## src/source/tilemap_pkg.sv

```systemverilog
// ~~~~~~~~~~~~~~~~~~~~~~~~~~~~~~~~~~~~~~~~
// tile layer shared definitions
// widths, scroll and pixel write structs
// and the fetch FSM states
// ~~~~~~~~~~~~~~~~~~~~~~~~~~~~~~~~~~~~~~~~

`default_nettype none

package tilemap_pkg;

    localparam int line_width = 384;   // visible pixels per line
    localparam int buf_depth  = 512;   // entries per buffer bank
    localparam int vram_aw    = 24;    // video RAM word address
    localparam int rom_aw     = 22;    // graphics ROM word address

    typedef logic [vram_aw-1:0] vram_addr_t;
    typedef logic [rom_aw-1:0]  rom_addr_t;
    typedef logic [15:0]        mem_word_t;
    typedef logic [8:0]         line_num_t;
    typedef logic [15:0]        scroll_t;
    typedef logic [8:0]         buf_addr_t;

    // palette in [7:4], colour index in [3:0]
    typedef logic [7:0]         pixel_t;

    // layer registers, sampled at line start
    typedef struct packed {
        scroll_t base;   // tile map base in video RAM
        scroll_t hpos;   // horizontal scroll
        scroll_t vpos;   // vertical scroll
    } scroll_regs_t;

    // one line buffer write
    typedef struct packed {
        logic      we;     // write strobe
        buf_addr_t addr;   // buffer address
        pixel_t    pixel;  // pixel to store
    } pixel_wr_t;

    typedef enum logic [2:0] {
        fetch_idle,        // waiting for line start
        fetch_scan,        // form tile map address
        fetch_code_wait,   // tile code read
        fetch_attr_wait,   // attribute read
        fetch_rom_req,     // form graphics address
        fetch_rom_wait,    // graphics word read
        fetch_shift,       // pixels going out
        fetch_next         // next word, tile or end
    } fetch_state_t;

endpackage

`default_nettype wire

```

## src/source/tilemap_fetch.sv

```systemverilog
// ~~~~~~~~~~~~~~~~~~~~~~~~~~~~~~~~~~~~~~~~
// tile layer fetch FSM
// walks the tile map and graphics ROM
// for one scroll-adjusted scan line
// ~~~~~~~~~~~~~~~~~~~~~~~~~~~~~~~~~~~~~~~~

`timescale 1ns/1ps
`default_nettype none

module tilemap_fetch #(
    parameter int tile_size = 8   // 8, 16 or 32
) (
    input  wire logic                      clk,
    input  wire logic                      rst,
    input  wire logic                      line_start,
    input  wire tilemap_pkg::line_num_t    v,
    input  wire tilemap_pkg::scroll_regs_t regs,
    output logic                           vram_cs,
    output tilemap_pkg::vram_addr_t        vram_addr,
    input  wire tilemap_pkg::mem_word_t    vram_data,
    input  wire logic                      vram_ok,
    output logic                           rom_cs,
    output tilemap_pkg::rom_addr_t         rom_addr,
    input  wire tilemap_pkg::mem_word_t    rom_data,
    input  wire logic                      rom_ok,
    input  wire logic                      shift_busy,
    output logic                           load,
    output tilemap_pkg::mem_word_t         load_word,
    output logic [3:0]                     load_pal,
    output tilemap_pkg::buf_addr_t         start_addr,
    output logic                           line_done
);

    tilemap_pkg::fetch_state_t state;
    tilemap_pkg::scroll_t      base;
    tilemap_pkg::mem_word_t    code;
    tilemap_pkg::rom_addr_t    rom_word_addr;

    logic [10:0] vn;          // scrolled line
    logic [10:0] hn;          // scrolled column, steps of 4 pixels
    logic [2:0]  fine;        // fine horizontal scroll
    logic [9:0]  px_cnt;      // pixels handed to the unpacker
    logic [11:0] scan;        // tile index inside the map
    logic        tile_wrap;   // hn has moved into the next tile
    logic        line_end;

    // the first fine pixels land below address 0 and wrap out of view
    assign start_addr = 9'd0 - {6'd0, regs.hpos[2:0]};

    assign line_end = px_cnt >= (10'(tilemap_pkg::line_width) + {7'd0, fine});

    // map layout per tile size is upper row bits, six column bits, lower row bits
    generate
        case (tile_size)
            8: begin : g_tile8
                assign scan          = {vn[8], hn[8:3], vn[7:3]};
                assign rom_word_addr = {2'b00, code, vn[2:0], hn[2]};
                assign tile_wrap     = hn[2] == 1'b0;
            end
            16: begin : g_tile16
                assign scan          = {vn[9:8], hn[9:4], vn[7:4]};
                assign rom_word_addr = {code, vn[3:0], hn[3:2]};
                assign tile_wrap     = hn[3:2] == 2'b00;
            end
            default: begin : g_tile32
                assign scan          = {vn[10:8], hn[10:5], vn[7:5]};
                assign rom_word_addr = {code[13:0], vn[4:0], hn[4:2]};
                assign tile_wrap     = hn[4:2] == 3'b000;
            end
        endcase
    endgenerate

    always_ff @(posedge clk or posedge rst) begin
        if (rst) begin
            state     <= tilemap_pkg::fetch_idle;
            vram_cs   <= 1'b0;
            rom_cs    <= 1'b0;
            load      <= 1'b0;
            line_done <= 1'b0;
            px_cnt    <= 10'd0;
        end else begin
            load      <= 1'b0;   // single cycle pulses
            line_done <= 1'b0;
            if (line_start) begin   // also aborts a line in progress
                state   <= tilemap_pkg::fetch_scan;
                vram_cs <= 1'b0;
                rom_cs  <= 1'b0;
                px_cnt  <= 10'd0;
            end else begin
                case (state)
                    tilemap_pkg::fetch_scan: begin
                        vram_cs <= 1'b1;
                        state   <= tilemap_pkg::fetch_code_wait;
                    end
                    tilemap_pkg::fetch_code_wait: begin
                        if (vram_ok) begin
                            state <= tilemap_pkg::fetch_attr_wait;   // cs stays high
                        end
                    end
                    tilemap_pkg::fetch_attr_wait: begin
                        if (vram_ok) begin
                            vram_cs <= 1'b0;
                            state   <= tilemap_pkg::fetch_rom_req;
                        end
                    end
                    tilemap_pkg::fetch_rom_req: begin
                        rom_cs <= 1'b1;
                        state  <= tilemap_pkg::fetch_rom_wait;
                    end
                    tilemap_pkg::fetch_rom_wait: begin
                        if (rom_ok) begin
                            rom_cs <= 1'b0;
                            load   <= 1'b1;
                            px_cnt <= px_cnt + 10'd4;
                            state  <= tilemap_pkg::fetch_shift;
                        end
                    end
                    tilemap_pkg::fetch_shift: begin
                        // busy rises the cycle after load
                        if (!load && !shift_busy) begin
                            state <= tilemap_pkg::fetch_next;
                        end
                    end
                    tilemap_pkg::fetch_next: begin
                        if (line_end) begin
                            line_done <= 1'b1;
                            state     <= tilemap_pkg::fetch_idle;
                        end else if (tile_wrap) begin
                            state <= tilemap_pkg::fetch_scan;
                        end else begin
                            state <= tilemap_pkg::fetch_rom_req;
                        end
                    end
                    default: state <= tilemap_pkg::fetch_idle;
                endcase
            end
        end
    end

    // addresses, scroll copies and fetched words
    always_ff @(posedge clk) begin
        if (line_start) begin
            base <= regs.base;
            vn   <= regs.vpos[10:0] + {2'b00, v};
            hn   <= {regs.hpos[10:3], 3'b000};   // coarse part only
            fine <= regs.hpos[2:0];
        end else begin
            case (state)
                tilemap_pkg::fetch_scan: begin
                    vram_addr <= {base, 8'd0} + {11'd0, scan, 1'b0};
                end
                tilemap_pkg::fetch_code_wait: begin
                    if (vram_ok) begin
                        code         <= vram_data;
                        vram_addr[0] <= 1'b1;   // attribute follows code
                    end
                end
                tilemap_pkg::fetch_attr_wait: begin
                    if (vram_ok) begin
                        load_pal <= vram_data[3:0];
                    end
                end
                tilemap_pkg::fetch_rom_req: rom_addr <= rom_word_addr;
                tilemap_pkg::fetch_rom_wait: begin
                    if (rom_ok) begin
                        load_word <= rom_data;
                        hn        <= hn + 11'd4;
                    end
                end
                default: ;
            endcase
        end
    end

    // one memory request at a time on the shared bus
    single_select: assert property (@(posedge clk) disable iff (rst) !(vram_cs && rom_cs))
        else $error("video RAM and graphics ROM selected together");

endmodule

`default_nettype wire

```

## config.mk

```make
export PLATFORM = sky130hd
export DESIGN_NAME = tilemap_fetch
export DESIGN_NICKNAME = d
export VERILOG_FILES = /design/src/source/tilemap_pkg.sv /design/src/source/tilemap_fetch.sv
export SDC_FILE = /design/constraint.sdc
export NUM_CORES = 1
export LEC_CHECK = 0
export BUFFER_PORTS_ARGS = -buffer_cell sky130_fd_sc_hd__buf_4
export CAP_MARGIN = 20
export CORE_UTILIZATION = 54
export CTS_CLUSTER_DIAMETER = 150
export DETAILED_ROUTE_END_ITERATION = 10
export GPL_ROUTABILITY_DRIVEN = 1
export GPL_TIMING_DRIVEN = 0
export PLACE_DENSITY = 0.91
export SYNTH_ARGS = -nofsm -noshare
export SYNTH_HDL_FRONTEND = slang
export SYNTH_SLANG_ARGS = --single-unit
```

## constraint.sdc

```tcl
create_clock -name clk -period 5.74 [get_ports clk]
set_clock_uncertainty 0.15 [all_clocks]
set_input_delay 1.148 -clock clk [delete_from_list [all_inputs] [get_ports clk]]
set_output_delay 1.148 -clock clk [all_outputs]
set_load 0.03 [all_outputs]
```

==> results.sh <==
export IMPL_clock_latency_ps=500
export IMPL_worst_pin_slew_ps=950
export IMPL_detail_route_antenna_nets=0
export IMPL_clkTransAtPathRegs_ps=60
export IMPL_path_class="input pin to output pin"
export IMPL_finish_instance_area_mm2=0.00724
export IMPL_fin_util=0.776
export IMPL_cp_top_family="buffers and inverters"
export IMPL_hold_viol_final=0
export IMPL_min_path_cells=0
export IMPL_dpl_cell_area_mm2=0.00664
export IMPL_die_y_um=101
export IMPL_setup_viol=0
export IMPL_htreeDepth=4
export IMPL_grt_pass1_vias=3651
export IMPL_r2r_slack_ps=3150
export IMPL_place_gp_congestion=0.798
export IMPL_clockBufferDepth=2
export IMPL_die_width_um=101
export IMPL_worstHoldStart="code[10]"
export IMPL_async_flop_share=0.115
export IMPL_synth_edff_count=114
export IMPL_worstHoldPathType="flip-flop to flip-flop"
export IMPL_ys_ff_latch=130
export IMPL_cts_hold_buf=0
export IMPL_mappedNetlistArea_mm2=0.00526
export IMPL_grt_pass1_wl_um=18000
export IMPL_rsz0062_at_grt="false"
export IMPL_worst_setup_path_end_kind="output pin"
export IMPL_cts_resized=0
export IMPL_powerDensity_mw_per_mm2=335
export IMPL_overflow=0
export IMPL_cp_required_ps=4440
export IMPL_yosys_area_share_adder=0.0480
export IMPL_antenna_found_initial=0
export IMPL_post_cts_buffers=0
export IMPL_hold_end="rom_addr[14]"
export IMPL_slowest_stage="or3_1"
export IMPL_status="completed"
export IMPL_path_buf_inv=3
export IMPL_fill_cells=539
export IMPL_max_vdd_ir_drop_mv=0.167
export IMPL_clock_sinks=130
export IMPL_synth_cell_types=48
export IMPL_cp_arrival_ps=2030
export IMPL_dpl_hpwl_um=8170
export IMPL_track_usage=0.243
export IMPL_avgSynthCellArea_um2=15.2
export IMPL_cts_root_buf="clkbuf_8"
export IMPL_grt_max_degree=31
export IMPL_fp_coreArea_mm2=0.00933
export IMPL_dp_cells=637
export IMPL_vias_per_cell=5.26
export IMPL_ys_top_cells_by_count="edfxtp_1 (114), nor2_1 (29), xnor2_1 (22), nand2_1 (18), ha_1 (17)"
export IMPL_maxSlewHeadroom=0.358
export IMPL_cts_tree="built"
export IMPL_cpMostUsedCell="buf_4"
export IMPL_reg2reg_from="state[1]"
export IMPL_detail_route_wirelength_um=11700
export IMPL_die_area_mm2=0.0101
export IMPL_rr_worst_depth=6
export IMPL_fin_crit_sh=0.581
export IMPL_rows=35
export IMPL_setup_tns_ps=0
export IMPL_synth_top_area_cell="edfxtp_1"
export IMPL_yosysWarnings=0
export IMPL_synth_most_common_cell="edfxtp_1"
export IMPL_drv_cap=0
export IMPL_period_minus_slack_ps=3330
export IMPL_fmax_ghz=0.300
export IMPL_synthMuxAreaShare=0
export IMPL_path_cells="buf_4 -> or3_1 -> buf_4 -> buf_4"
export IMPL_initialDrtViolationCount=196
export IMPL_cp_start_kind="input pin"
export IMPL_via_count=3521
export IMPL_stdcell_count=669
export IMPL_drt_pre_antenna_iters=6
export IMPL_area_growth_pct=37.5
export IMPL_ys_flop_type="edfxtp_1"
export IMPL_drive_gt1_frac=0.381
export IMPL_r2r_end="load_word[3]"
export IMPL_power_total_w=0.00242
export IMPL_worst_path_largest_cell_delay_ps=450
export IMPL_numCtsBuffers=17
export IMPL_synth_top_family_by_area="simple AND/OR/NAND/NOR gates"
export IMPL_synth_simple_area_share=0.0839
export IMPL_pin_count=174
export IMPL_synthCells=347
export IMPL_num_nets_final=641
export IMPL_leakage_nw=2.98
export IMPL_cp_max_fo=6
export IMPL_n_antenna_cell=0
export IMPL_drc=0
export IMPL_synthXorXnorAreaFrac=0.0549
export IMPL_synth_top_area_share=0.650
export IMPL_synth_compound_area_frac=0.0594
export IMPL_start_util=0.564
export IMPL_finalMaxSlewViolations=0
export IMPL_io_buffer_count=157
export IMPL_routedWlPerCell_um=17.5
export IMPL_synthTopCellsByArea="edfxtp_1 (65%), dfrtp_1 (7.1%), ha_1 (4.0%), xnor2_1 (3.7%), nor2_1 (2.1%)"
export IMPL_ys_seq_area_frac=0.726
[cells in the final DEF (no fill, tap or decap), types with 2 or more instances in the layout]
| cell type | count |
|---|---|
| o41ai_1 | 2 |
| nor2b_1 | 5 |
| inv_4 | 3 |
| a21boi_1 | 2 |
| conb_1 | 2 |
| clkinv_4 | 2 |
| or2_1 | 2 |
| clkbuf_1 | 7 |
| clkinvlp_4 | 2 |
| nand2b_1 | 5 |
| fa_1 | 2 |
| clkbuf_16 | 19 |
| dfrtp_1 | 15 |
| inv_1 | 15 |
| nand2_1 | 18 |
| ha_1 | 17 |
| nand3_1 | 10 |
| nor2_1 | 29 |
| xor2_1 | 11 |
| a211o_1 | 2 |
| and3_1 | 4 |
| nor3_1 | 2 |
| nand4_1 | 4 |
| o21ai_0 | 8 |
| a22o_1 | 3 |
| o31ai_1 | 3 |
| a21oi_1 | 8 |
| buf_4 | 167 |
| a211oi_1 | 2 |
| or3_1 | 3 |
| nor3_2 | 2 |
| xnor2_1 | 22 |
| o21ai_1 | 3 |
| edfxtp_1 | 114 |
| clkbuf_8 | 4 |
[area by class of cell]
type	instances	area [µm²]	share of cell area
buffer	15	87.6	0.0121
inverter	15	56.3	0.00778
multi-input combinational	188	1310	0.182
tap	129	161	0.0223
timing repair buffer	160	1200	0.166
clock buffer	24	534	0.0738
sequential	130	3820	0.528
clock inverter	8	60.1	0.00830
[worst max path at each step]
stage / startpoint / cells after the start / slack, ps / endpoint
4_1_cts: regs[17] / 4 / 2400 / start_addr[7]
3_5_place_dp: line_start / 4 / 2400 / load_pal[0]
5_1_grt: regs[17] / 4 / 2370 / start_addr[7]
3_3_place_gp: line_start / 4 / 1000 / vram_addr[0]
6_report: regs[17] / 4 / 2410 / start_addr[7]
2_1_floorplan: line_start / 3 / 2030 / vram_addr[0]
[flip-flops by register name (all words and copies together) (netlist names)]
| signal | flops |
|---|---|
| vram_addr | 24 |
| rom_addr | 20 |
| base | 16 |
| code | 16 |
| load_word | 16 |
| vn | 9 |
| px_cnt | 8 |
| hn | 7 |
| load_pal | 4 |
| fine | 3 |
| state | 3 |
| line_done | 1 |
| load | 1 |
| rom_cs | 1 |
| vram_cs | 1 |
[worst reg2reg max path, cell delays in order (launching register included)]
cell and delay [ps]:
dfrtp_1 350, clkbuf_1 200, nand2b_1 300, or2_1 270, clkbuf_1 190, nor2_1 560, buf_6 270
[metrics by stage]
step | setup slack [ps] | hold WS, ps
CTS | 2400 | 265
floorplan | 2030 | 250
finish | 2410 | 265
global route | 2370 | 273
detailed placement | 2400 | 255
global placement | 1000 | 250
[power breakdown]
group / internal [W] / switching, W / total, W
logic: 0.000116 / 0.000153 / 0.000269
clock network: 0.000647 / 0.000392 / 0.00104
registers: 0.00109 / 0.0000216 / 0.00111
[metal layers]
metal | GRT usage | vias up | part of all wire
met5 | 0 | - | 0
met4 | 0.120 | 0 | 0.030
met3 | 0.0492 | 25 | 0.059
met2 | 0.439 | 153 | 0.53
met1 | 0.273 | 1711 | 0.38
li1 | - | 1632 | -
[logic make-up after synthesis]
family / count (synthesis)
simple gates: 90
buf+inv: 30
other cells: 1
flops: 130
compound gates: 44
xor+xnor: 33
fa+ha+maj: 19
Note: power is estimated with default switching activity, not from simulation.
