`src/source/tilemap_pkg.sv`:
```
// ~~~~~~~~~~~~~~~~~~~~~~~~~~~~~~~~~~~~~~~~
// tile layer shared definitions
// widths, scroll and pixel write structs
// and the fetch FSM states
// ~~~~~~~~~~~~~~~~~~~~~~~~~~~~~~~~~~~~~~~~

`default_nettype none

package tilemap_pkg;

    localparam int line_width = 384;   // visible pixels per line
    localparam int buf_depth  = 512;   // entries per buffer bank
    localparam int vram_aw    = 24;    // video RAM word address
    localparam int rom_aw     = 22;    // graphics ROM word address

    typedef logic [vram_aw-1:0] vram_addr_t;
    typedef logic [rom_aw-1:0]  rom_addr_t;
    typedef logic [15:0]        mem_word_t;
    typedef logic [8:0]         line_num_t;
    typedef logic [15:0]        scroll_t;
    typedef logic [8:0]         buf_addr_t;

    // palette in [7:4], colour index in [3:0]
    typedef logic [7:0]         pixel_t;

    // layer registers, sampled at line start
    typedef struct packed {
        scroll_t base;   // tile map base in video RAM
        scroll_t hpos;   // horizontal scroll
        scroll_t vpos;   // vertical scroll
    } scroll_regs_t;

    // one line buffer write
    typedef struct packed {
        logic      we;     // write strobe
        buf_addr_t addr;   // buffer address
        pixel_t    pixel;  // pixel to store
    } pixel_wr_t;

    typedef enum logic [2:0] {
        fetch_idle,        // waiting for line start
        fetch_scan,        // form tile map address
        fetch_code_wait,   // tile code read
        fetch_attr_wait,   // attribute read
        fetch_rom_req,     // form graphics address
        fetch_rom_wait,    // graphics word read
        fetch_shift,       // pixels going out
        fetch_next         // next word, tile or end
    } fetch_state_t;

endpackage

`default_nettype wire

```
`src/source/tile_pixel_unpack.sv`:
```
// ~~~~~~~~~~~~~~~~~~~~~~~~~~~~~~~~~~~~~~~~
// planar graphics word unpacker
// four pixels per word into the line buffer
// ~~~~~~~~~~~~~~~~~~~~~~~~~~~~~~~~~~~~~~~~

`timescale 1ns/1ps
`default_nettype none

module tile_pixel_unpack (
    input  wire logic                   clk,
    input  wire logic                   rst,
    input  wire logic                   line_start,
    input  wire tilemap_pkg::buf_addr_t start_addr,
    input  wire logic                   load,
    input  wire tilemap_pkg::mem_word_t load_word,
    input  wire logic [3:0]             load_pal,
    output logic                        shift_busy,
    output tilemap_pkg::pixel_wr_t      wr
);

    logic [2:0]             cnt;       // pixels left in the word
    logic                   we_q;
    tilemap_pkg::buf_addr_t addr_q;    // next write address
    tilemap_pkg::buf_addr_t waddr_q;
    tilemap_pkg::mem_word_t word_q;
    logic [3:0]             pal_q;
    tilemap_pkg::pixel_t    pix_q;

    // one bit from each plane
    function automatic logic [3:0] colour(input tilemap_pkg::mem_word_t w);
        return {w[12], w[8], w[4], w[0]};
    endfunction

    assign shift_busy = cnt != 3'd0;
    assign wr         = '{we: we_q, addr: waddr_q, pixel: pix_q};

    always_ff @(posedge clk or posedge rst) begin
        if (rst) begin
            cnt  <= 3'd0;
            we_q <= 1'b0;
        end else if (line_start) begin
            cnt  <= 3'd0;
            we_q <= 1'b0;
        end else if (load) begin
            cnt  <= 3'd4;
            we_q <= 1'b0;
        end else begin
            we_q <= shift_busy;
            if (shift_busy) begin
                cnt <= cnt - 3'd1;
            end
        end
    end

    always_ff @(posedge clk) begin
        if (line_start) begin
            addr_q <= start_addr;
        end else if (load) begin
            word_q <= load_word;
            pal_q  <= load_pal;
        end else if (shift_busy) begin
            waddr_q <= addr_q;
            addr_q  <= addr_q + 9'd1;
            pix_q   <= {pal_q, colour(word_q)};
            word_q  <= word_q >> 1;   // next pixel into bit 0 of each plane
        end
    end

    // the fetch must wait out a word before sending the next one
    load_when_idle: assert property (@(posedge clk) disable iff (rst) load |-> !shift_busy)
        else $error("graphics word loaded while previous word still shifting");

endmodule

`default_nettype wire

```
`config.mk`:
```
export PLATFORM = sky130hd
export DESIGN_NAME = tile_pixel_unpack
export DESIGN_NICKNAME = d
export VERILOG_FILES = /design/src/source/tilemap_pkg.sv /design/src/source/tile_pixel_unpack.sv
export SDC_FILE = /design/constraint.sdc
export NUM_CORES = 1
export LEC_CHECK = 0
export ABC_AREA = 1
export BUFFER_PORTS_ARGS = -buffer_cell sky130_fd_sc_hd__buf_2
export CORE_UTILIZATION = 45
export CTS_BUF_LIST = sky130_fd_sc_hd__clkbuf_16
export DETAILED_ROUTE_END_ITERATION = 10
export PLACE_DENSITY = 0.69
export SLEW_MARGIN = 20
export SYNTH_ARGS = -nofsm -noshare
export SYNTH_HDL_FRONTEND = slang
export SYNTH_SLANG_ARGS = --single-unit
```
`constraint.sdc`:
```
create_clock -name clk -period 5.45 [get_ports clk]
set_clock_uncertainty 0.15 [all_clocks]
set_input_delay 1.3625 -clock clk [delete_from_list [all_inputs] [get_ports clk]]
set_output_delay 1.3625 -clock clk [all_outputs]
set_load 0.1 [all_outputs]
```
==> results of run 1 <==
## sequential cells by signal (all words and copies together), names as in the netlist
name and flops:
pal_q 4, we_q 1, addr_q 9, waddr_q 9
pix_q 8, cnt 3, word_q 16
## synth_stat cells
master / count
sky130_fd_sc_hd__buf_2: 4
sky130_fd_sc_hd__inv_1: 12
sky130_fd_sc_hd__a21oi_1: 5
sky130_fd_sc_hd__inv_4: 1
sky130_fd_sc_hd__nand3_2: 2
sky130_fd_sc_hd__o21ai_1: 4
sky130_fd_sc_hd__or2_0: 1
sky130_fd_sc_hd__dfrtp_1: 4
sky130_fd_sc_hd__inv_2: 2
sky130_fd_sc_hd__ha_1: 3
sky130_fd_sc_hd__o22ai_1: 1
sky130_fd_sc_hd__nor2_2: 1
sky130_fd_sc_hd__edfxtp_1: 46
sky130_fd_sc_hd__nand3_1: 9
sky130_fd_sc_hd__o21bai_1: 2
sky130_fd_sc_hd__nand2_1: 74
sky130_fd_sc_hd__buf_4: 2
sky130_fd_sc_hd__nor2_1: 10
sky130_fd_sc_hd__o21ai_0: 2
## worst min-delay path by stage
stage | endpoint | cells past startpoint
after global placement | pix_q[4]$_DFFE_PP_ | 0
after CTS | pix_q[7]$_DFFE_PP_ | 0
after global routing | pix_q[7]$_DFFE_PP_ | 0
after floorplan | pix_q[0]$_DFFE_PP_ | 0
final | pix_q[7]$_DFFE_PP_ | 0
after detailed placement | pix_q[6]$_DFFE_PP_ | 0
## per-stage QoR
step,hold WS [ps],utilization
2_1_floorplan,250,-
3_3_place_gp,253,0.536
3_5_place_dp,260,0.536
4_1_cts,274,0.574
5_1_grt,273,0.574
6_report,271,0.574
## critical path, stage by stage, from the launching register on
cell                      delay (ps)
sky130_fd_sc_hd__dfrtp_1         320
sky130_fd_sc_hd__inv_1            70
sky130_fd_sc_hd__ha_1            220
sky130_fd_sc_hd__nand2_1         130
sky130_fd_sc_hd__buf_2           440
## final cells by class
cell class,count,area (µm²)
clock buffers,5,125
clock inverters,3,40.0
fillers,354,1880
inverters,15,58.8
multi-input cells,114,507
flip-flops and latches,50,1480
well taps,52,65.1
repair buffers,51,255
## routing by layer
layer  track usage  wire, µm  vias up
met5             0         0        -
met4        0.0733        65        0
met3        0.0505       196        6
met2         0.270      1720       49
met1         0.205      1560      599
li1              -         -      717
## power groups by stage
stage                     Combinational, mW  Sequential [mW]  Clock (mW)
after detailed placement              0.169            0.495           0
final                                 0.167            0.487       0.344
after floorplan                      0.0817            0.544           0
after global routing                  0.183            0.491       0.368
after CTS                             0.169            0.487       0.351
after global placement                0.167            0.493           0
## cell families after synthesis
kind of cell	after synthesis
DFF	50
AOI/OAI and AO/OA	14
buffers and inverters	21
and+or+nand+nor	97
adders and majority gates	3
==> results_dict.tcl, run 1 <==
set metrics [dict create \
    yosysWarnings 0 \
    fp-row-count 24 \
    swShare 0.280 \
    synth_top_family_by_area "simple AND/OR/NAND/NOR gates" \
    timing.final.max_slew_violations 0 \
    crit_path_start "cnt[0]$_DFFE_PP0P_" \
    layout_common_cells "sky130_fd_sc_hd__nand2_1, sky130_fd_sc_hd__buf_2, sky130_fd_sc_hd__edfxtp_1" \
    synth_seq_area_share 0.712 \
    wl_per_cell_um 12.2 \
    syn_nets 221 \
    post_drt_via_cell_ratio 4.73 \
    detailed_place.area_um2 2370 \
    first_global_vias 1322 \
    depth_of_the_cts_h_tree 2 \
    setup.worst_path.start_class "flop" \
    post-route-worst-setup-slack_ps 2470 \
    grt_first_pass_wirelength_um 6030 \
    num-nets-final 273 \
    synth_area_um2 2080 \
    synth.top_cells.by_area "sky130_fd_sc_hd__edfxtp_1, sky130_fd_sc_hd__nand2_1, sky130_fd_sc_hd__dfrtp_1" \
    ir_drop_v 0.000180 \
    synth.area.mux_share 0 \
    most_common_library_cell_in_the_layout_ignoring_fill_and_taps "sky130_fd_sc_hd__nand2_1" \
    tritoncts.num_buffers 5 \
    period_minus_slack_ps 2980 \
    die_height_um 70.0 \
    dp_hpwl_um 2510 \
    detailedPlace.worstSlack_ps 2310 \
    die_w_um 70.0 \
    yosysTopAreaCell "sky130_fd_sc_hd__edfxtp_1" \
    reg2reg_slack_ps 3630 \
    post_layout_power_mw 0.998 \
    clock_path_buffers 2 \
    dp_cells 282 \
    p_sw_mw 0.280 \
    crit_path_max_fanout 4 \
    timing.slew.headroom 0.506 \
    worst_r2r_startpoint "cnt[0]$_DFFE_PP0P_" \
    clock_sinks 50 \
    synthesis.area_per_instance_um2 11.3 \
    worst_ep_required_time_ps 3940 \
    seq_power_share 0.488 \
    drcViolationCount 0 \
    setup_viol 0 \
    post-synth-top-area-fraction 0.663 \
    wirelength_um 3550 \
    setup_total_negative_slack_ps 0 \
    initial_antenna_violation_count 0 \
    place_congestion 0.769 \
    static-leakage-power_nw 1.14 \
    power_density_nw_per_um2 394 \
    endpoint_kind "primary output" \
    tritoncts "done" \
    synth_cell_types 19 \
    effective_utilization_at_floorplan 0.472 \
    insertedDiodeCount 0 \
    port-buffer-count 51 \
    final.period_utilization 0.546 \
    worst_reg_to_reg_cells 5 \
    maxClockFrequency_ghz 0.336 \
    final_design_area_no_fill_um2 2530 \
    cts-resized-gates 0 \
    overall_via_count_from_detail_route 1371 \
    hold_path_startpoint "pal_q[3]$_DFFE_PP_" \
    grt_usage 0.166 \
    crit_end "shift_busy" \
    power.internal_mw 0.719 \
    synth_cells 185 \
    comb_power_share 0.167 \
    dieArea_um2 4900 \
    critical_path_at_ps 1460 \
    post_synth_xor_area_fraction 0 \
    maxCapViolations 0 \
    setup_repair_after_global_routing_missed_its_margin "false" \
    cts_root_buffer "sky130_fd_sc_hd__clkbuf_16" \
    clock_insertion_delay_worst_skew_ps 290 \
    r2r-end "word_q[6]$_DFFE_PP_" \
    layoutNonFillerInstCount 290 \
    postSynthRegisterBits 50 \
    clk_transition_reported_paths_ps 60 \
    grt-ovfl-total 0 \
    ioPinCount 52 \
    grt_max_degree 20 \
    finalHoldViolations 0 \
    route.antenna.remaining_nets 0 \
    fraction_of_power_consumed_by_the_clock_network 0.345 \
    synth_compound_gate_area_share 0.0367 \
    cts_setup_buffers 0 \
    criticalPathCategory "reg -> out" \
    timing.hold.worst.class "reg -> reg" \
    holdBufCountCts 0 \
    drt_pass1_iterations 4 \
    design.core.area_um2 4410 \
    dr.first_iter.drc_count 88 \
    yosys.area_share.adder 0.0180 \
    timing_worst_slew_pin_value_ps 737 \
    area_fraction_in_and_or_nand_and_nor_cells_after_synthesis 0.189 \
    outcome "completed" \
    syn2layout_area_growth_pct 21.6 \
    drive_above_1_share 0.273 \
]
No activity file was read; power rests on OpenSTA's default activity.
==> run 2: changes to the inputs <==
Settings changed: ABC_AREA 1 to 0.
Clock period 5.45 ns to 2.9 ns, I/O delays scaled along.
==> run 2 against run 1 <==
Compared with the run above:
- sequential power up 85%
- non-clock buffer count is 2 higher
- power grew 72%
- routed wire length grew 0.54%
- via count fell by 10%
==> results_dict.tcl, run 2 <==
set metrics [dict create \
    outcome "completed" \
    endpoint_kind "primary output" \
    synth_flop_cell "sky130_fd_sc_hd__edfxtp_1" \
    holdBufCountCts 0 \
    timing_worst_slew_pin_value_ps 823 \
    setup_total_negative_slack_ps 0 \
    syn_nets 170 \
    first_global_vias 1227 \
    drt_pass1_iterations 4 \
    synth.top_cells.by_area "sky130_fd_sc_hd__edfxtp_1, sky130_fd_sc_hd__mux2_2, sky130_fd_sc_hd__dfrtp_1" \
    cts_setup_buffers 0 \
    syn2layout_area_growth_pct 21.1 \
    clk_transition_reported_paths_ps 60 \
    timing.slew.headroom 0.450 \
    multi_input_comb_area_um2 538 \
    synth.area.mux_share 0.0867 \
    flip_flop_count_of_the_largest_register_after_layout 16 \
    period_minus_slack_ps 2530 \
    biggestRegsByFlops "word_q: 16 flops, addr_q: 9 flops, waddr_q: 9 flops" \
    final.period_utilization 0.872 \
    timing.hold.worst.class "in -> async" \
    dp_hpwl_um 2580 \
    wirelength_um 3570 \
    drcViolationCount 0 \
    clock_sinks 50 \
    synth_cells 134 \
    clock_path_buffers 2 \
    worst_reg_to_reg_cells 4 \
    layout.filler_cells 354 \
    grt_first_pass_wirelength_um 5710 \
    post-synth-top-area-fraction 0.665 \
    cts-resized-gates 0 \
    critical_path.cell_chain "inv_1 -> ha_1 -> nor2b_4 -> inv_1 -> buf_2" \
    comb_power_share 0.158 \
    timing.critical_path.buf_inv 3 \
    crit_path_max_fanout 5 \
    post-route-worst-setup-slack_ps 372 \
    wl_per_cell_um 14.9 \
    ir_drop_v 0.000328 \
    layout_common_cells "sky130_fd_sc_hd__buf_2, sky130_fd_sc_hd__edfxtp_1, sky130_fd_sc_hd__mux2_2" \
    most_common_library_cell_in_the_layout_ignoring_fill_and_taps "sky130_fd_sc_hd__buf_2" \
    criticalPathCategory "reg -> out" \
    post_layout_power_mw 1.72 \
    critical_path.max_stage_delay_ps 440 \
    insertedDiodeCount 0 \
    fraction_of_power_consumed_by_the_clock_network 0.318 \
    drive_above_1_share 0.431 \
    effective_utilization_at_floorplan 0.474 \
    synthesis.area_per_instance_um2 15.5 \
    overall_via_count_from_detail_route 1230 \
    place_congestion 0.782 \
    most_frequently_used_cell_type_in_the_post_synthesis_netlist "sky130_fd_sc_hd__edfxtp_1" \
    worst_hold_slack_ps 153 \
    yosys.area_share.adder 0.0181 \
    area_fraction_in_and_or_nand_and_nor_cells_after_synthesis 0.100 \
    swShare 0.267 \
    maxClockFrequency_ghz 0.395 \
    seq_power_share 0.524 \
    grt-ovfl-total 0 \
    count_of_flip_flops_with_a_built_in_enable_after_synthesis 46 \
    crit_path_start "cnt[0]$_DFFE_PP0P_" \
    static-leakage-power_nw 0.984 \
    p_sw_mw 0.459 \
    worst_ep_required_time_ps 2030 \
    num-nets-final 223 \
    critical_path_at_ps 1650 \
    fp-row-count 24 \
    synth_top_family_by_area "simple AND/OR/NAND/NOR gates" \
    post_synth_xor_area_fraction 0.0169 \
    postSynth.asyncResetShare 0.0800 \
    postSynthRegisterBits 50 \
    initial_antenna_violation_count 0 \
    setup_viol 0 \
    tritoncts.num_buffers 5 \
    clock_insertion_delay_worst_skew_ps 280 \
    setup_repair_after_global_routing_missed_its_margin "false" \
    critPathSlowestCell "sky130_fd_sc_hd__buf_2" \
    synth_area_um2 2080 \
    design.core.area_um2 4380 \
    cts_root_buffer "sky130_fd_sc_hd__clkbuf_16" \
    power.internal_mw 1.26 \
    post_synth_most_frequent_cells "sky130_fd_sc_hd__edfxtp_1, sky130_fd_sc_hd__mux2_2, sky130_fd_sc_hd__nand2_1, sky130_fd_sc_hd__o21ai_0, sky130_fd_sc_hd__nor2b_1" \
    dieArea_um2 4890 \
    grt_max_degree 30 \
    area.sequential_um2 1480 \
    yosysTopAreaCell "sky130_fd_sc_hd__edfxtp_1" \
    route.antenna.remaining_nets 0 \
    cp_top_family "buffers and inverters" \
    grt_usage 0.156 \
    power_density_nw_per_um2 684 \
    synth_seq_area_share 0.713 \
    depth_of_the_cts_h_tree 2 \
    synth_cell_types 28 \
    dr.first_iter.drc_count 45 \
    critical_path_cell_count 5 \
    critPathMostFrequentCell "sky130_fd_sc_hd__inv_1" \
    detailedPlace.worstSlack_ps 650 \
    die_w_um 69.9 \
    yosysWarnings 0 \
    tritoncts "done" \
    port-buffer-count 51 \
    ioPinCount 52 \
    maxCapViolations 0 \
    finalHoldViolations 0 \
    post_drt_via_cell_ratio 5.13 \
    synth_compound_gate_area_share 0.0349 \
    die_height_um 69.9 \
    timing.final.max_slew_violations 0 \
    top_register "word_q" \
    worst_r2r_startpoint "cnt[0]$_DFFE_PP0P_" \
    setup.worst_path.start_class "flop" \
]
## run 2: area by class of cell
type | instances | area share
well taps | 52 | 0.0259
multi-input cells | 72 | 0.214
clock inverters | 3 | 0.00647
clock buffers | 5 | 0.0498
repair buffers | 53 | 0.107
inverters | 5 | 0.00746
flip-flops and latches | 50 | 0.589
## run 2: per-stage QoR
| step | util | area, µm² | instances |
|---|---|---|---|
| 6_report | 0.574 | 2510 | 240 |
| 5_1_grt | 0.574 | 2510 | 240 |
| 4_1_cts | 0.574 | 2510 | 240 |
| 3_5_place_dp | 0.541 | 2370 | 232 |
| 3_3_place_gp | 0.541 | 2370 | 232 |
| 2_1_floorplan | - | 2080 | 134 |
## run 2: final timing paths
kind / endpoint / slack, ps
max: shift_busy / 370
min: cnt[0]$_DFFE_PP0P_ / 150
max reg2reg: addr_q[4]$_DFFE_PP_ / 920
min reg2reg: pix_q[5]$_DFFE_PP_ / 270
max in group asynchronous: cnt[2]$_DFFE_PP0P_ / 2300
min in group clk: pix_q[5]$_DFFE_PP_ / 270
## run 2: cells by family after synthesis
kind of cell    count (synthesis)
mux                            16
simple gates                   37
buf+inv                        12
xor+xnor                        4
flops                          50
fa+ha+maj                       3
compound gates                 12
## run 2: worst reg2reg max path, delay by kind of cell (launching register included)
| family | cells | cell delay [ps] |
|---|---|---|
| AOI/OAI and AO/OA | 1 | 650 |
| DFF | 1 | 350 |
| adders and majority gates | 1 | 220 |
| and+or+nand+nor | 1 | 150 |
| buffers and inverters | 1 | 80 |
## run 2: metal layers
layer	wire (µm)	vias to the layer above	GRT usage
li1	-	602	-
met3	209	7	0.0433
met4	68	0	0.0733
met5	0	-	0
met1	1500	583	0.186
met2	1790	38	0.263
## run 2: power by group through the flow
| stage | Clock, mW | Sequential [mW] | Combinational, mW |
|---|---|---|---|
| after floorplan | 0 | 0.990 | 0.132 |
| after global placement | 0 | 0.912 | 0.263 |
| after detailed placement | 0 | 0.916 | 0.273 |
| after CTS | 0.560 | 0.901 | 0.274 |
| after global routing | 0.590 | 0.907 | 0.291 |
| final | 0.547 | 0.900 | 0.272 |
==> run 3: changes to the inputs <==
--- a/config.mk
+++ b/config.mk
@@ -12,5 +12,4 @@
 export DETAILED_ROUTE_END_ITERATION = 10
 export PLACE_DENSITY = 0.69
-export SLEW_MARGIN = 20
 export SYNTH_ARGS = -nofsm -noshare
 export SYNTH_HDL_FRONTEND = slang
--- a/constraint.sdc
+++ b/constraint.sdc
@@ -3,3 +3,3 @@
 set_input_delay 0.725 -clock clk [delete_from_list [all_inputs] [get_ports clk]]
 set_output_delay 0.725 -clock clk [all_outputs]
-set_load 0.1 [all_outputs]
+set_load 0.05 [all_outputs]
==> run 3 against run 2 <==
Compared with the run above:
- critical endpoint unchanged
- power down 2.6%
- utilization unchanged
- cell area unchanged
- critical path type unchanged
- via count up 1.1%
- cell count unchanged
- first-iteration DRC count up 110%
- worst setup slack better by 180 ps
- sequential power about the same
- non-clock buffer count unchanged
==> results_dict.tcl, run 3 (synthesized netlist as in run 2, its figures left out) <==
set metrics [dict create \
    outcome "completed" \
    critPathSlowestCell "sky130_fd_sc_hd__dfrtp_1" \
    most_common_library_cell_in_the_layout_ignoring_fill_and_taps "sky130_fd_sc_hd__buf_2" \
    depth_of_the_cts_h_tree 2 \
    die_w_um 69.9 \
    clk_transition_reported_paths_ps 70 \
    setup_viol 0 \
    finalHoldViolations 0 \
    timing.final.max_slew_violations 0 \
    crit_path_max_fanout 5 \
    wl_per_cell_um 14.6 \
    grt_usage 0.150 \
    multi_input_comb_area_um2 538 \
    post_layout_power_mw 1.67 \
    drcViolationCount 0 \
    fp-row-count 24 \
    drt_pass1_iterations 4 \
    dp_cells 232 \
    power_density_nw_per_um2 666 \
    die_height_um 69.9 \
    route.antenna.remaining_nets 0 \
    drive_above_1_share 0.431 \
    criticalPathCategory "reg -> out" \
    maxClockFrequency_ghz 0.427 \
    final.period_utilization 0.808 \
    layout.filler_cells 358 \
    critical_path.max_stage_delay_ps 360 \
    setup_total_negative_slack_ps 0 \
    timing.slew.headroom 0.416 \
    place_congestion 0.767 \
    ioPinCount 52 \
    post_drt_via_cell_ratio 5.18 \
    design.core.area_um2 4380 \
    initial_antenna_violation_count 0 \
    setup.worst_path.start_class "flop" \
    port-buffer-count 51 \
    layoutNonFillerInstCount 240 \
    maxCapViolations 0 \
    flip_flop_count_of_the_largest_register_after_layout 16 \
    cts-resized-gates 0 \
    top_register "word_q" \
    dp_hpwl_um 2450 \
    final_design_area_no_fill_um2 2510 \
    tritoncts "done" \
    biggestRegsByFlops "word_q: 16 flops, addr_q: 9 flops, waddr_q: 9 flops" \
    critPathMostFrequentCell "sky130_fd_sc_hd__inv_1" \
    static-leakage-power_nw 0.984 \
    endpoint_kind "primary output" \
    dr.first_iter.drc_count 94 \
    dieArea_um2 4890 \
    ir_drop_v 0.000372 \
    detailed_place.area_um2 2370 \
    critical_path_at_ps 1470 \
    clock_sinks 50 \
    worst_ep_required_time_ps 2030 \
    syn2layout_area_growth_pct 21.1 \
    wirelength_um 3500 \
    effective_utilization_at_floorplan 0.474 \
    clock_insertion_delay_worst_skew_ps 290 \
    setup_repair_after_global_routing_missed_its_margin "false" \
    grt_max_degree 30 \
    area.sequential_um2 1480 \
    first_global_vias 1177 \
    cts_setup_buffers 0 \
    timing.hold.worst.class "in -> async" \
    clock_path_buffers 2 \
    grt_first_pass_wirelength_um 5530 \
    cts_root_buffer "sky130_fd_sc_hd__clkbuf_16" \
    critical_path.cell_chain "inv_1 -> ha_1 -> nor2b_4 -> inv_1 -> buf_2" \
    timing_worst_slew_pin_value_ps 874 \
    holdBufCountCts 0 \
    tritoncts.num_buffers 5 \
    period_minus_slack_ps 2340 \
    num-nets-final 223 \
    insertedDiodeCount 0 \
    layout_common_cells "sky130_fd_sc_hd__buf_2, sky130_fd_sc_hd__edfxtp_1, sky130_fd_sc_hd__mux2_2" \
    grt-ovfl-total 0 \
    overall_via_count_from_detail_route 1244 \
]
-- run 3: cell counts in the layout (fill, tap and decap cells not counted) --
No cell type changed its count.
-- run 3: final cells by class --
| class | count | share of cell area |
|---|---|---|
| Tap cell | 52 | 0.0259 |
| Clock buffer | 5 | 0.0498 |
| Multi-Input combinational cell | 72 | 0.214 |
| Timing Repair Buffer | 53 | 0.107 |
| Inverter | 5 | 0.00746 |
| Clock inverter | 3 | 0.00647 |
| Sequential cell | 50 | 0.589 |
-- run 3: worst paths after layout --
check                                    from                  end  slack [ps]  cells after the start
setup / recovery           cnt[0]$_DFFE_PP0P_           shift_busy         560                      5
hold / removal                            rst   cnt[1]$_DFFE_PP0P_         150                      2
setup reg to reg           cnt[1]$_DFFE_PP0P_  addr_q[1]$_DFFE_PP_         930                      4
hold reg to reg            pal_q[2]$_DFFE_PP_   pix_q[6]$_DFFE_PP_         270                      0
max in group asynchronous                 rst       we_q$_DFF_PP0_        2300                      2
min in group clk           pal_q[2]$_DFFE_PP_   pix_q[6]$_DFFE_PP_         270                      0
-- run 3: report_power, final --
| part | switching, mW | internal [mW] | total (mW) |
|---|---|---|---|
| combinational | 0.135 | 0.0795 | 0.215 |
| clock | 0.246 | 0.315 | 0.561 |
| sequential | 0.0335 | 0.866 | 0.900 |
-- run 3: worst max-delay path, delay by kind of cell, from the launching register on --
family	cells	cell delay [ps]
AND/OR/NAND/NOR	1	220
buffers and inverters	3	430
adder cells (fa/ha/maj)	1	180
flip-flops	1	360
-- run 3: per-stage QoR --
| step | hold WS, ps | worst slack, ps | utilization |
|---|---|---|---|
| floorplan | 250 | 50.8 | - |
| finish | 150 | 556 | 0.574 |
| global placement | 252 | 694 | 0.541 |
| CTS | 155 | 545 | 0.574 |
| detailed placement | 255 | 576 | 0.541 |
| global route | 165 | 471 | 0.574 |
-- run 3: per-layer routing --
layer,vias to the layer above,share of wire,GRT usage
met4,0,0.021,0.0733
met3,7,0.054,0.0519
li1,602,-,-
met5,-,0,0
met2,36,0.48,0.224
met1,599,0.44,0.196
